--- src/cos_table_init.svh ---
// Quarter-wave cosine starting at full scale for entry 0
localparam logic [7:0] cos_init_0 = 8'd255;
localparam logic [7:0] cos_init_1 = 8'd255;
localparam logic [7:0] cos_init_2 = 8'd255;
localparam logic [7:0] cos_init_3 = 8'd254;
localparam logic [7:0] cos_init_4 = 8'd254;
localparam logic [7:0] cos_init_5 = 8'd253;
localparam logic [7:0] cos_init_6 = 8'd252;
localparam logic [7:0] cos_init_7 = 8'd251;
localparam logic [7:0] cos_init_8 = 8'd250;
localparam logic [7:0] cos_init_9 = 8'd249;
localparam logic [7:0] cos_init_10 = 8'd247;
localparam logic [7:0] cos_init_11 = 8'd246;
localparam logic [7:0] cos_init_12 = 8'd244;
localparam logic [7:0] cos_init_13 = 8'd242;
localparam logic [7:0] cos_init_14 = 8'd240;
localparam logic [7:0] cos_init_15 = 8'd238;
localparam logic [7:0] cos_init_16 = 8'd236;
localparam logic [7:0] cos_init_17 = 8'd233;
localparam logic [7:0] cos_init_18 = 8'd231;
localparam logic [7:0] cos_init_19 = 8'd228;
localparam logic [7:0] cos_init_20 = 8'd225;
localparam logic [7:0] cos_init_21 = 8'd222;
localparam logic [7:0] cos_init_22 = 8'd219;
localparam logic [7:0] cos_init_23 = 8'd215;
localparam logic [7:0] cos_init_24 = 8'd212;
localparam logic [7:0] cos_init_25 = 8'd208;
localparam logic [7:0] cos_init_26 = 8'd205;
localparam logic [7:0] cos_init_27 = 8'd201;
localparam logic [7:0] cos_init_28 = 8'd197;
localparam logic [7:0] cos_init_29 = 8'd193;
localparam logic [7:0] cos_init_30 = 8'd189;
localparam logic [7:0] cos_init_31 = 8'd185;
localparam logic [7:0] cos_init_32 = 8'd180;
localparam logic [7:0] cos_init_33 = 8'd176;
localparam logic [7:0] cos_init_34 = 8'd171;
localparam logic [7:0] cos_init_35 = 8'd167;
localparam logic [7:0] cos_init_36 = 8'd162;
localparam logic [7:0] cos_init_37 = 8'd157;
localparam logic [7:0] cos_init_38 = 8'd152;
localparam logic [7:0] cos_init_39 = 8'd147;
localparam logic [7:0] cos_init_40 = 8'd142;
localparam logic [7:0] cos_init_41 = 8'd136;
localparam logic [7:0] cos_init_42 = 8'd131;
localparam logic [7:0] cos_init_43 = 8'd126;
localparam logic [7:0] cos_init_44 = 8'd120;
localparam logic [7:0] cos_init_45 = 8'd115;
localparam logic [7:0] cos_init_46 = 8'd109;
localparam logic [7:0] cos_init_47 = 8'd103;
localparam logic [7:0] cos_init_48 = 8'd98;
localparam logic [7:0] cos_init_49 = 8'd92;
localparam logic [7:0] cos_init_50 = 8'd86;
localparam logic [7:0] cos_init_51 = 8'd80;
localparam logic [7:0] cos_init_52 = 8'd74;
localparam logic [7:0] cos_init_53 = 8'd68;
localparam logic [7:0] cos_init_54 = 8'd62;
localparam logic [7:0] cos_init_55 = 8'd56;
localparam logic [7:0] cos_init_56 = 8'd50;
localparam logic [7:0] cos_init_57 = 8'd44;
localparam logic [7:0] cos_init_58 = 8'd37;
localparam logic [7:0] cos_init_59 = 8'd31;
localparam logic [7:0] cos_init_60 = 8'd25;
localparam logic [7:0] cos_init_61 = 8'd19;
localparam logic [7:0] cos_init_62 = 8'd13;
localparam logic [7:0] cos_init_63 = 8'd6;

--- src/stepper_cmd_pkg.sv ---
package stepper_cmd_pkg;

  // Width of one host word and of every move field
  localparam int move_word_w = 64;

  // Reported by the api_version command
  localparam logic [7:0] version_major = 8'd1;
  localparam logic [7:0] version_minor = 8'd2;
  localparam logic [7:0] version_patch = 8'd0;

  // Header byte of a command word, bits 63:56
  typedef enum logic [7:0] {
    coordinated_step    = 8'h01,
    clk_divisor         = 8'h03,
    motor_config        = 8'h04,
    microstepper_config = 8'h05,
    chargepump          = 8'h06,
    bridge_invert       = 8'h07,
    cosine_config       = 8'h08,
    motor_enable        = 8'h0A,
    api_version         = 8'hFE
  } cmd_opcode_t;

  // Position inside a coordinated_step message
  typedef enum logic [1:0] {
    msg_header,
    msg_duration,
    msg_increment,
    msg_incinc
  } msg_state_t;

endpackage

--- src/cmd_decoder.sv ---
`timescale 1ns/1ps

module cmd_decoder
  import stepper_cmd_pkg::*;
(
  input  logic                   word_received,
  input  logic                   rst_n,
  input  logic [63:0]            word_data_received,
  input  logic [63:0]            encoder_count,
  output logic [63:0]            word_send_data,
  output logic                   move_begin,
  output logic                   move_duration_wr,
  output logic                   move_increment_wr,
  output logic                   move_commit,
  output logic                   cfg_wr,
  output cmd_opcode_t            cfg_opcode,
  output logic                   cos_wr
);

  msg_state_t             state;
  logic [move_word_w-1:0] encoder_store;
  logic                   in_header;
  logic                   is_cfg;

  // Header byte as seen by the datapath
  assign cfg_opcode = cmd_opcode_t'(word_data_received[63:56]);
  assign in_header  = (state == msg_header);

  always_comb begin
    case (cfg_opcode)
      clk_divisor, motor_config, microstepper_config,
      chargepump, bridge_invert, motor_enable:
        is_cfg = 1'b1;
      default:
        is_cfg = 1'b0;
    endcase
  end

  // Strobes for the word currently on word_data_received
  assign move_begin        = in_header && (cfg_opcode == coordinated_step);
  assign cfg_wr            = in_header && is_cfg;
  assign cos_wr            = in_header && (cfg_opcode == cosine_config);
  assign move_duration_wr  = (state == msg_duration);
  assign move_increment_wr = (state == msg_increment);
  assign move_commit       = (state == msg_incinc);

  // Message position, only coordinated_step spans more than one word
  always_ff @(posedge word_received or negedge rst_n) begin
    if (!rst_n) begin
      state <= msg_header;
    end else begin
      case (state)
        msg_header: begin
          if (move_begin) begin
            state <= msg_duration;
          end
        end
        msg_duration:  state <= msg_increment;
        msg_increment: state <= msg_incinc;
        default:       state <= msg_header;
      endcase
    end
  end

  // Encoder position at the start of a move, reported two words later
  always_ff @(posedge word_received or negedge rst_n) begin
    if (!rst_n) begin
      encoder_store <= '0;
    end else if (move_begin) begin
      encoder_store <= encoder_count;
    end
  end

  // Reply for the next exchange, zero unless a command asks for data
  always_ff @(posedge word_received or negedge rst_n) begin
    if (!rst_n) begin
      word_send_data <= '0;
    end else begin
      word_send_data <= '0;
      if (in_header && (cfg_opcode == api_version)) begin
        word_send_data[23:16] <= version_major;
        word_send_data[15:8]  <= version_minor;
        word_send_data[7:0]   <= version_patch;
      end else if (move_increment_wr) begin
        word_send_data <= encoder_store;
      end
    end
  end

endmodule

--- src/cos_table_regs.sv ---
`timescale 1ns/1ps

module cos_table_regs (
  input  logic         word_received,
  input  logic         rst_n,
  input  logic [63:0]  word_data_received,
  input  logic         cos_wr,
  output logic [511:0] cos_table
);

  `include "cos_table_init.svh"

  // Entry n sits in bits 8n+7:8n
  localparam logic [511:0] cos_reset = {
    cos_init_63, cos_init_62, cos_init_61, cos_init_60,
    cos_init_59, cos_init_58, cos_init_57, cos_init_56,
    cos_init_55, cos_init_54, cos_init_53, cos_init_52,
    cos_init_51, cos_init_50, cos_init_49, cos_init_48,
    cos_init_47, cos_init_46, cos_init_45, cos_init_44,
    cos_init_43, cos_init_42, cos_init_41, cos_init_40,
    cos_init_39, cos_init_38, cos_init_37, cos_init_36,
    cos_init_35, cos_init_34, cos_init_33, cos_init_32,
    cos_init_31, cos_init_30, cos_init_29, cos_init_28,
    cos_init_27, cos_init_26, cos_init_25, cos_init_24,
    cos_init_23, cos_init_22, cos_init_21, cos_init_20,
    cos_init_19, cos_init_18, cos_init_17, cos_init_16,
    cos_init_15, cos_init_14, cos_init_13, cos_init_12,
    cos_init_11, cos_init_10, cos_init_9,  cos_init_8,
    cos_init_7,  cos_init_6,  cos_init_5,  cos_init_4,
    cos_init_3,  cos_init_2,  cos_init_1,  cos_init_0
  };

  // Group of four entries, byte k of the payload goes to entry 4*group+k
  always_ff @(posedge word_received or negedge rst_n) begin
    if (!rst_n) begin
      cos_table <= cos_reset;
    end else if (cos_wr) begin
      cos_table[{word_data_received[35:32], 5'b0} +: 32] <= word_data_received[31:0];
    end
  end

endmodule

--- src/driver_config_regs.sv ---
`timescale 1ns/1ps

module driver_config_regs
  import stepper_cmd_pkg::*;
(
  input  logic        word_received,
  input  logic        rst_n,
  input  logic [63:0] word_data_received,
  input  logic        cfg_wr,
  input  cmd_opcode_t cfg_opcode,
  output logic        enable,
  output logic [7:0]  clock_divisor,
  output logic [2:0]  microsteps,
  output logic [7:0]  current,
  output logic [9:0]  config_offtime,
  output logic [7:0]  config_blanktime,
  output logic [9:0]  config_fastdecay_threshold,
  output logic [7:0]  config_minimum_on_time,
  output logic [10:0] config_current_threshold,
  output logic [7:0]  config_chargepump_period,
  output logic        config_invert_highside,
  output logic        config_invert_lowside
);

  always_ff @(posedge word_received or negedge rst_n) begin
    if (!rst_n) begin
      enable                     <= 1'b0;
      clock_divisor              <= 8'd40;
      microsteps                 <= 3'd2;
      current                    <= 8'd140;
      config_offtime             <= 10'd810;
      config_blanktime           <= 8'd27;
      config_fastdecay_threshold <= 10'd706;
      config_minimum_on_time     <= 8'd54;
      config_current_threshold   <= 11'd1024;
      config_chargepump_period   <= 8'd91;
      config_invert_highside     <= 1'b1;
      config_invert_lowside      <= 1'b1;
    end else if (cfg_wr) begin
      case (cfg_opcode)
        motor_enable: enable <= word_data_received[0];
        clk_divisor:  clock_divisor <= word_data_received[7:0];
        chargepump:   config_chargepump_period <= word_data_received[7:0];
        motor_config: begin
          current    <= word_data_received[15:8];
          microsteps <= word_data_received[2:0];
        end
        // Chopper timing for the bridge driver
        microstepper_config: begin
          config_offtime             <= word_data_received[49:40];
          config_blanktime           <= word_data_received[39:32];
          config_fastdecay_threshold <= word_data_received[29:20];
          config_minimum_on_time     <= word_data_received[17:10];
          config_current_threshold   <= word_data_received[10:0];
        end
        bridge_invert: begin
          config_invert_highside <= word_data_received[1];
          config_invert_lowside  <= word_data_received[0];
        end
        default: ;
      endcase
    end
  end

endmodule

--- src/move_buffer.sv ---
`timescale 1ns/1ps

module move_buffer #(
  parameter int MOVE_BUFFER_SIZE = 4,
  parameter int IDX_W = (MOVE_BUFFER_SIZE > 1) ? $clog2(MOVE_BUFFER_SIZE) : 1
) (
  input  logic                        word_received,
  input  logic                        rst_n,
  input  logic [63:0]                 word_data_received,
  input  logic                        move_begin,
  input  logic                        move_duration_wr,
  input  logic                        move_increment_wr,
  input  logic                        move_commit,
  input  logic [IDX_W-1:0]            read_index,
  input  logic [MOVE_BUFFER_SIZE-1:0] slot_finished,
  output logic [MOVE_BUFFER_SIZE-1:0] slot_ready,
  output logic                        buffer_space,
  output logic                        dir,
  output logic [63:0]                 move_duration,
  output logic [63:0]                 increment,
  output logic [63:0]                 incrementincrement
);

  logic [IDX_W-1:0]            wr_idx;
  logic [MOVE_BUFFER_SIZE-1:0] pending;
  logic [MOVE_BUFFER_SIZE-1:0] dir_mem;
  logic [63:0]                 duration_mem [MOVE_BUFFER_SIZE];
  logic [63:0]                 increment_mem [MOVE_BUFFER_SIZE];
  logic [63:0]                 incinc_mem [MOVE_BUFFER_SIZE];

  // A slot is busy while its two toggles disagree
  assign pending      = slot_ready ^ slot_finished;
  assign buffer_space = ~&pending;

  // Record fields land in the slot at the write index
  always_ff @(posedge word_received) begin
    if (move_begin) begin
      dir_mem[wr_idx] <= word_data_received[0];
    end
    if (move_duration_wr) begin
      duration_mem[wr_idx] <= word_data_received;
    end
    if (move_increment_wr) begin
      increment_mem[wr_idx] <= word_data_received;
    end
    if (move_commit) begin
      incinc_mem[wr_idx] <= word_data_received;
    end
  end

  // Hand the slot over on commit, drop the move if it is still busy
  always_ff @(posedge word_received or negedge rst_n) begin
    if (!rst_n) begin
      wr_idx     <= '0;
      slot_ready <= '0;
    end else if (move_commit && !pending[wr_idx]) begin
      slot_ready[wr_idx] <= ~slot_ready[wr_idx];
      wr_idx <= (wr_idx == IDX_W'(MOVE_BUFFER_SIZE - 1)) ? '0 : wr_idx + 1'b1;
    end
  end

  assign dir                = dir_mem[read_index];
  assign move_duration      = duration_mem[read_index];
  assign increment          = increment_mem[read_index];
  assign incrementincrement = incinc_mem[read_index];

endmodule

--- src/stepper_cmd_top.sv ---
`timescale 1ns/1ps

module stepper_cmd_top
  import stepper_cmd_pkg::*;
#(
  parameter int MOVE_BUFFER_SIZE = 4,
  parameter int IDX_W = (MOVE_BUFFER_SIZE > 1) ? $clog2(MOVE_BUFFER_SIZE) : 1
) (
  input  logic                        word_received,
  input  logic                        rst_n,
  input  logic [63:0]                 word_data_received,
  input  logic [63:0]                 encoder_count,
  output logic [63:0]                 word_send_data,
  // Execution side of the move buffer
  input  logic [IDX_W-1:0]            read_index,
  input  logic [MOVE_BUFFER_SIZE-1:0] slot_finished,
  output logic [MOVE_BUFFER_SIZE-1:0] slot_ready,
  output logic                        buffer_space,
  output logic                        dir,
  output logic [63:0]                 move_duration,
  output logic [63:0]                 increment,
  output logic [63:0]                 incrementincrement,
  // Driver configuration
  output logic                        enable,
  output logic [7:0]                  clock_divisor,
  output logic [2:0]                  microsteps,
  output logic [7:0]                  current,
  output logic [9:0]                  config_offtime,
  output logic [7:0]                  config_blanktime,
  output logic [9:0]                  config_fastdecay_threshold,
  output logic [7:0]                  config_minimum_on_time,
  output logic [10:0]                 config_current_threshold,
  output logic [7:0]                  config_chargepump_period,
  output logic                        config_invert_highside,
  output logic                        config_invert_lowside,
  output logic [511:0]                cos_table
);

  logic        move_begin;
  logic        move_duration_wr;
  logic        move_increment_wr;
  logic        move_commit;
  logic        cfg_wr;
  cmd_opcode_t cfg_opcode;
  logic        cos_wr;

  cmd_decoder u_decoder (
    .word_received, .rst_n, .word_data_received, .encoder_count, .word_send_data,
    .move_begin, .move_duration_wr, .move_increment_wr, .move_commit,
    .cfg_wr, .cfg_opcode, .cos_wr
  );

  move_buffer #(
    .MOVE_BUFFER_SIZE(MOVE_BUFFER_SIZE),
    .IDX_W(IDX_W)
  ) u_move_buffer (
    .word_received, .rst_n, .word_data_received,
    .move_begin, .move_duration_wr, .move_increment_wr, .move_commit,
    .read_index, .slot_finished, .slot_ready, .buffer_space,
    .dir, .move_duration, .increment, .incrementincrement
  );

  driver_config_regs u_config (
    .word_received, .rst_n, .word_data_received, .cfg_wr, .cfg_opcode,
    .enable, .clock_divisor, .microsteps, .current,
    .config_offtime, .config_blanktime, .config_fastdecay_threshold,
    .config_minimum_on_time, .config_current_threshold,
    .config_chargepump_period, .config_invert_highside, .config_invert_lowside
  );

  cos_table_regs u_cos_table (
    .word_received, .rst_n, .word_data_received, .cos_wr, .cos_table
  );

endmodule

--- config.mk ---
export PLATFORM = sky130hd
export DESIGN_NAME = stepper_cmd_top
export DESIGN_NICKNAME = d
export VERILOG_FILES = /design/src/stepper_cmd_pkg.sv /design/src/cmd_decoder.sv /design/src/cos_table_regs.sv /design/src/driver_config_regs.sv /design/src/move_buffer.sv /design/src/stepper_cmd_top.sv
export VERILOG_INCLUDE_DIRS = /design/src
export SDC_FILE = /design/constraint.sdc
export NUM_CORES = 1
export LEC_CHECK = 0
export BUFFER_PORTS_ARGS = -buffer_cell sky130_fd_sc_hd__buf_2
export CAP_MARGIN = 20
export CORE_AREA = 2 2 386 388
export CTS_BUF_LIST = sky130_fd_sc_hd__clkbuf_4 sky130_fd_sc_hd__clkbuf_8
export DETAILED_ROUTE_END_ITERATION = 16
export DIE_AREA = 0 0 388 390
export PLACE_DENSITY = 0.54
export SYNTH_ARGS = -nofsm -noshare
export SYNTH_HDL_FRONTEND = slang
export SYNTH_SLANG_ARGS = --single-unit
--- constraint.sdc ---
create_clock -name word_received -period 7.45 [get_ports word_received]
set_clock_uncertainty 0.05 [all_clocks]
set_input_delay 0.3725 -clock word_received [delete_from_list [all_inputs] [get_ports word_received]]
set_output_delay 0.3725 -clock word_received [all_outputs]
set_load 0.03 [all_outputs]
* Yosys cells after proc, flatten, opt, wreduce, memory -nomap -nowiden
Memories as Yosys holds them, arrays and structs flattened. Cells that the tools add are included. Widths: inputs -> output; s select.
Cells by class: $add $sub $neg 2, magnitude comparators 3, equal/unequal tests 14, shifts and indexed selects 2, mux-type cells 24, bitwise gates (word level) 2, reduce and logical (&&, ||, !) cells 17
Operator list (count):
- $bwmux 512 | 1
- $shift 32x11->512 const A | 1
- $shiftx 32x11->512 | 1
- $mux 64 | 1
- $mux 40 | 1
- $eq 8x3->1 const B | 4
- $mux 24 | 1
- $eq 8x4->1 const B | 2
- $reduce_and 2->1 | 6
- $mux 1 | 11
- $neg 9->11 | 1
- $bwmux 4 | 2
- $eq 8x1->1 const B | 1
- $eq 8x2->1 const B | 1
- $eq 8x8->1 const B | 1
- $bmux 1 s2 | 3
- $eq 2x2->1 const B | 3
- $logic_and 1x1->1 | 6
- $lt 2x3->1 const B | 2
- $pmux 2 s3 | 1
- $reduce_or 6->1 | 1
- $mux 2 | 2
- $reduce_and 4->1 | 1
- $xor 4x4->4 | 1
- 8 further kinds | 9
Word-level totals: register bits after elaboration 729, RAM bits 768, output and inout bits 851, memories kept 3
Memory list:
- u_move_buffer.duration_mem | words 4, bits a word 64, read ports 1, clocked after Yosys merged registers in 0, wr ports 1, RTL line move_buffer.sv:27 | logic [63:0] duration_mem [MOVE_BUFFER_SIZE];
- u_move_buffer.incinc_mem | words 4, bits a word 64, read ports 1, clocked after Yosys merged registers in 0, wr ports 1, RTL line move_buffer.sv:29 | logic [63:0] incinc_mem [MOVE_BUFFER_SIZE];
- u_move_buffer.increment_mem | words 4, bits a word 64, read ports 1, clocked after Yosys merged registers in 0, wr ports 1, RTL line move_buffer.sv:28 | logic [63:0] increment_mem [MOVE_BUFFER_SIZE];

* Logic depth before layout (Yosys ltp)
word-level depth 5, depth in mapped cells 11, depth with buffers taken out 6

* Modules after synthesis
A second synthesis with hierarchy kept.
Second synthesis, totals: cell total of the unflattened synthesis 3070, area, all modules 56496.7 um^2
By module, submodules not included:
- move_buffer | times used 1, cells each 1069, area an instance 28343.4 um^2, seq. area each 23332.4 um^2
- cos_table_regs | times used 1, cells each 1523, area an instance 20143.1 um^2, seq. area each 13182.6 um^2
- cmd_decoder | times used 1, cells each 306, area an instance 4918.5 um^2, seq. area each 3253.1 um^2
- driver_config_regs | times used 1, cells each 172, area an instance 3091.7 um^2, seq. area each 1965.6 um^2

* Least setup slack after synthesis
No wires, ideal clock.
kind register to register, from reg u_decoder.state[0], to mem u_move_buffer.increment_mem[0][0] (enable), arrival time 2.463 ns, slack 4.508 ns, stages on the path, launching flop included 5, path buffers 1, clock period less this slack 2.942 ns, cell sequence dfrtp_1 -> inv_1 -> ha_1 -> clkbuf_1 -> and2_1
On the way: longest elaborated chain between the ends 3
RTL lines:
- from (decl) | RTL line cmd_decoder.sv:20 | msg_state_t state;
- from (signal assigned) | RTL line cmd_decoder.sv:50 | state <= msg_header;
- from (signal assigned) | RTL line cmd_decoder.sv:55 | state <= msg_duration;
- from (signal assigned) | RTL line cmd_decoder.sv:58 | msg_duration: state <= msg_increment;
- $eq 2x2->1 | RTL line cmd_decoder.sv:44 | assign move_increment_wr = (state == msg_increment);
- $mux 1 | RTL line move_buffer.sv:43 | if (move_increment_wr) begin
- $mux 1 (not written as such) | RTL line move_buffer.sv:44 | increment_mem[wr_idx] <= word_data_received;
- to (decl) | RTL line move_buffer.sv:28
No other way between the ends.

* Final worst setup path
from in word_data_received[32], to reg u_cos_table.cos_table[193]
On the way: longest elaborated chain between the ends 3, elaborated cells between the ends (all ways) 4
RTL lines:
- from (decl) | RTL line stepper_cmd_top.sv:11 | input logic [63:0] word_data_received,
- $neg 9->11 * | RTL line cos_table_regs.sv:38 | cos_table[{word_data_received[35:32], 5'b0} +: 32] <= word_data_received[31:0];
- $shiftx 32x11->512 or $shift 32x11->512 (tied branches) | RTL line cos_table_regs.sv:38
- $bwmux 512 * | RTL line cos_table_regs.sv:38
- to (signal assigned) | RTL line cos_table_regs.sv:36 | cos_table <= cos_reset;
- to (signal, indexed assignment) | RTL line cos_table_regs.sv:38
- to (decl) | RTL line cos_table_regs.sv:8 | output logic [511:0] cos_table
Mark *: on every way between the ends. The rest lies on a longest branch, timed or not. A chain may end at the register's enable or synchronous reset.

==> flow_summary.toml <==
[finish]
fin_util_pct = 47.89
final.fill_count = 12824
multi_input_area_um2 = 14060
drive_gt1_share_pct = 62.62
seqCellArea_um2 = 41730
nets = 4277
area_growth_pct = 24.92

[clocking]
cts_sinks = 1497
clock_latency_ns = 0.97
cts_made_buffers = 274
clockBufferDepth = 4
clkSlewWorstSetupHoldPaths_ns = 0.06
cts_hold_buffers = 138
post_cts_buffers = 0
cts_resized = 0
cts_root_buf = "clkbuf_8"
ctsHtreeMaxLevel = 5
cts_tree = "yes"

[synth]
synth_edf_count = 772
seq_area_frac_synth_pct = 73.99
synth_top_family_by_area = "multiplexers"
yosysMostFrequentCell = "edfxtp_1"
synth_compound_area_share_pct = 0.1508
synthCells = 2846
synth_ff_type = "edfxtp_1"
syn_nets = 2993
syn_area_um2 = 56410
avgSynthCellArea_um2 = 19.82
synth.area.top_cells = "edfxtp_1, dfrtp_1, dfstp_2, mux2_2, mux4_2"
netlist.area_leader.share_pct = 41.10
synth_top_area_cell = "edfxtp_1"
ys_types = 43
synthMuxAreaShare_pct = 21.16
synthArstFlopShare_pct = 48.43
synth_seq_cells = 1497
yosys.area_share.adder_pct = 0.2440
yosys_warnings = 0
synth-simple-area-share_pct = 3.037
synth-xor-area-share_pct = 0.09316
synth_commonest_cells = "edfxtp_1, mux2_2, dfrtp_1"

[global_route]
track_usage_pct = 24.13
grt_pass1_vias = 33352
gr-total-overflow = 0
grt_start_max_net_pins = 167
grt_pass1_wl_mm = 258.0
antenna_found_initial = 24

[route]
avgViaCountPerCell = 5.087
drt_iter0_drc = 2373
wl_per_cell_um = 29.59
vias = 31826
firstDrtPassIters = 5
antenna_left = 0
drc_errors = 0
drt-total-wl_mm = 185.1

[setup_path]
critPathTopFamily = "buffers and inverters"
critPathLaunchType = "input pin"
worstPathArrival_ns = 4.84
r2r_cells = 7
crit_required_ns = 8.17
worst-path-buf-inv = 5
critPathMaxFanout = 42
cp.depth = 9
cpPeakStageDelay_ns = 0.86
slowest_stage = "a311oi_4"
r2r_end = "u_cos_table.cos_table[193]"
path_common_cell = "buf_4"
critPathCaptureType = "flip-flop"
r2r_setup_slack_ns = 3.75
crit_chain = "dlygate4sd3_1, buf_2, buf_4, inv_1, ha_2, o31ai_1, a311oi_4, buf_4, mux2_2"
path_class = "in -> reg"
cp-startpoint = "word_data_received[32]"
r2r-start = "u_decoder.state[0]"

[run_status]
status = "finished clean"

[hold_path]
min_path_type = "in -> reg"
worstHoldEndpoint = "u_decoder.encoder_store[18]"
min_path_cells = 3
hp-start = "encoder_count[18]"

[sta]
setup_viol = 0
hold_viol = 0
grt_setup_unrepaired = "no"
worst_pin_slew_ns = 1.106
slew-limit-headroom_pct = 26.25
drv_slew = 0
clock.fmax_mhz = 243.1
finalCritPeriodShare_pct = 55.22
setup_slack_ns = 3.336
fin_crit_ns = 4.114
setup_tns_ns = 0

[flow_run]
max_cap_viol_count = 0

[placement]
io_buffers = 986
dp_slack_ns = 2.921
hpwlAfterDp_mm = 118.5
gp_congestion = 0.8665

[floorplan]
die_h_um = 390
die-area_um2 = 151300
core_um2 = 147100
start_util_pct = 38.34
io_pins = 987
fp-row-count = 141
die_w_um = 388

[power]
ir_drop_v = 0.0001435
p_per_area_nw_per_um2 = 286.3
p_leak_uw = 0.03091
## registers in the layout (all words and copies together), names as in the netlist, 10 cells and up
name and cells:
u_cos_table.cos_table 512, u_move_buffer.duration_mem 256, u_move_buffer.incinc_mem 256, u_move_buffer.increment_mem 256, u_decoder.encoder_store 64, u_decoder.word_send_data 64, u_config.config_current_threshold 11, u_config.config_fastdecay_threshold 10
u_config.config_offtime 10
## worst max-delay path by stage
stage	endpoint	slack [ns]
3_3_place_gp	u_cos_table.cos_table[400]	2.78
2_1_floorplan	u_move_buffer.increment_mem[0][0]	4.51
4_1_cts	u_cos_table.cos_table[193]	3.39
5_1_grt	u_cos_table.cos_table[193]	3.17
3_5_place_dp	u_cos_table.cos_table[213]	2.92
6_report	u_cos_table.cos_table[193]	3.34
## metal layers
metal | wire (um) | GRT usage [%]
met1 | 74560 | 30.78
met2 | 89470 | 38.79
met3 | 15760 | 8.050
met4 | 5349 | 8.001
met5 | 0 | 0
## logic make-up after synthesis
| family | after synthesis |
|---|---|
| xor gates and xnor gates | 6 |
| DFF | 1497 |
| muxes | 856 |
| adders and majority gates | 11 |
| AOI/OAI and AO/OA | 12 |
| and+or+nand+nor | 278 |
| buffers and inverters | 186 |
## power breakdown
| group | leakage, uW | internal, uW | switching (uW) |
|---|---|---|---|
| clock | 0.00286 | 4400 | 3300 |
| sequential | 0.0159 | 9660 | 190 |
| combinational | 0.0121 | 738 | 1890 |
## metrics by stage
stage	area (um^2)	cells	hold WS, ns	power [uW]
4_1_cts	70440	6247	0.00007017	20490
3_3_place_gp	63700	5644	0.3435	12620
5_1_grt	70450	6252	0.01392	20990
2_1_floorplan	56410	2846	0.02691	11480
6_report	70460	6256	0.1092	20180
3_5_place_dp	63700	5645	0.3428	12640
## layout make-up
cell class                      instances  share of cell area [%]
Clock buffer                          425                   7.254
Multi-Input combinational cell       1163                   19.95
Antenna cell                            8                 0.02841
Timing Repair Buffer                 1181                   9.708
Tap cell                             1930                   3.427
Sequential cell                      1497                   59.23
Clock inverter                         39                  0.3338
Inverter                               13                 0.06925
## layout by cell type, fill, tap and decap left out, types with 3 or more instances in the layout
cell	n
nand2_2	5
buf_4	50
mux2_1	7
buf_2	985
nor4_1	3
clkinvlp_4	4
mux2_2	624
clkinv_1	19
buf_12	6
dlygate4sd3_1	137
and2_4	12
and3_1	94
o21ai_0	4
nand2_1	10
mux4_2	194
dfstp_2	327
clkinv_2	13
and2_1	96
nand2b_1	14
nor3_2	6
ha_1	9
dfrtp_1	398
clkbuf_8	308
clkbuf_4	118
edfxtp_1	772
inv_1	13
xor2_1	4
nor2_1	8
nand4_1	4
nor3_1	5
diode_2	8
mux2_4	30
o31ai_1	3
## worst min-delay path, stage by stage
cell and delay [ns]:
dlygate4sd3_1 0.52, buf_2 0.10, mux2_2 0.13
Note: power is estimated with default switching activity, not from simulation.
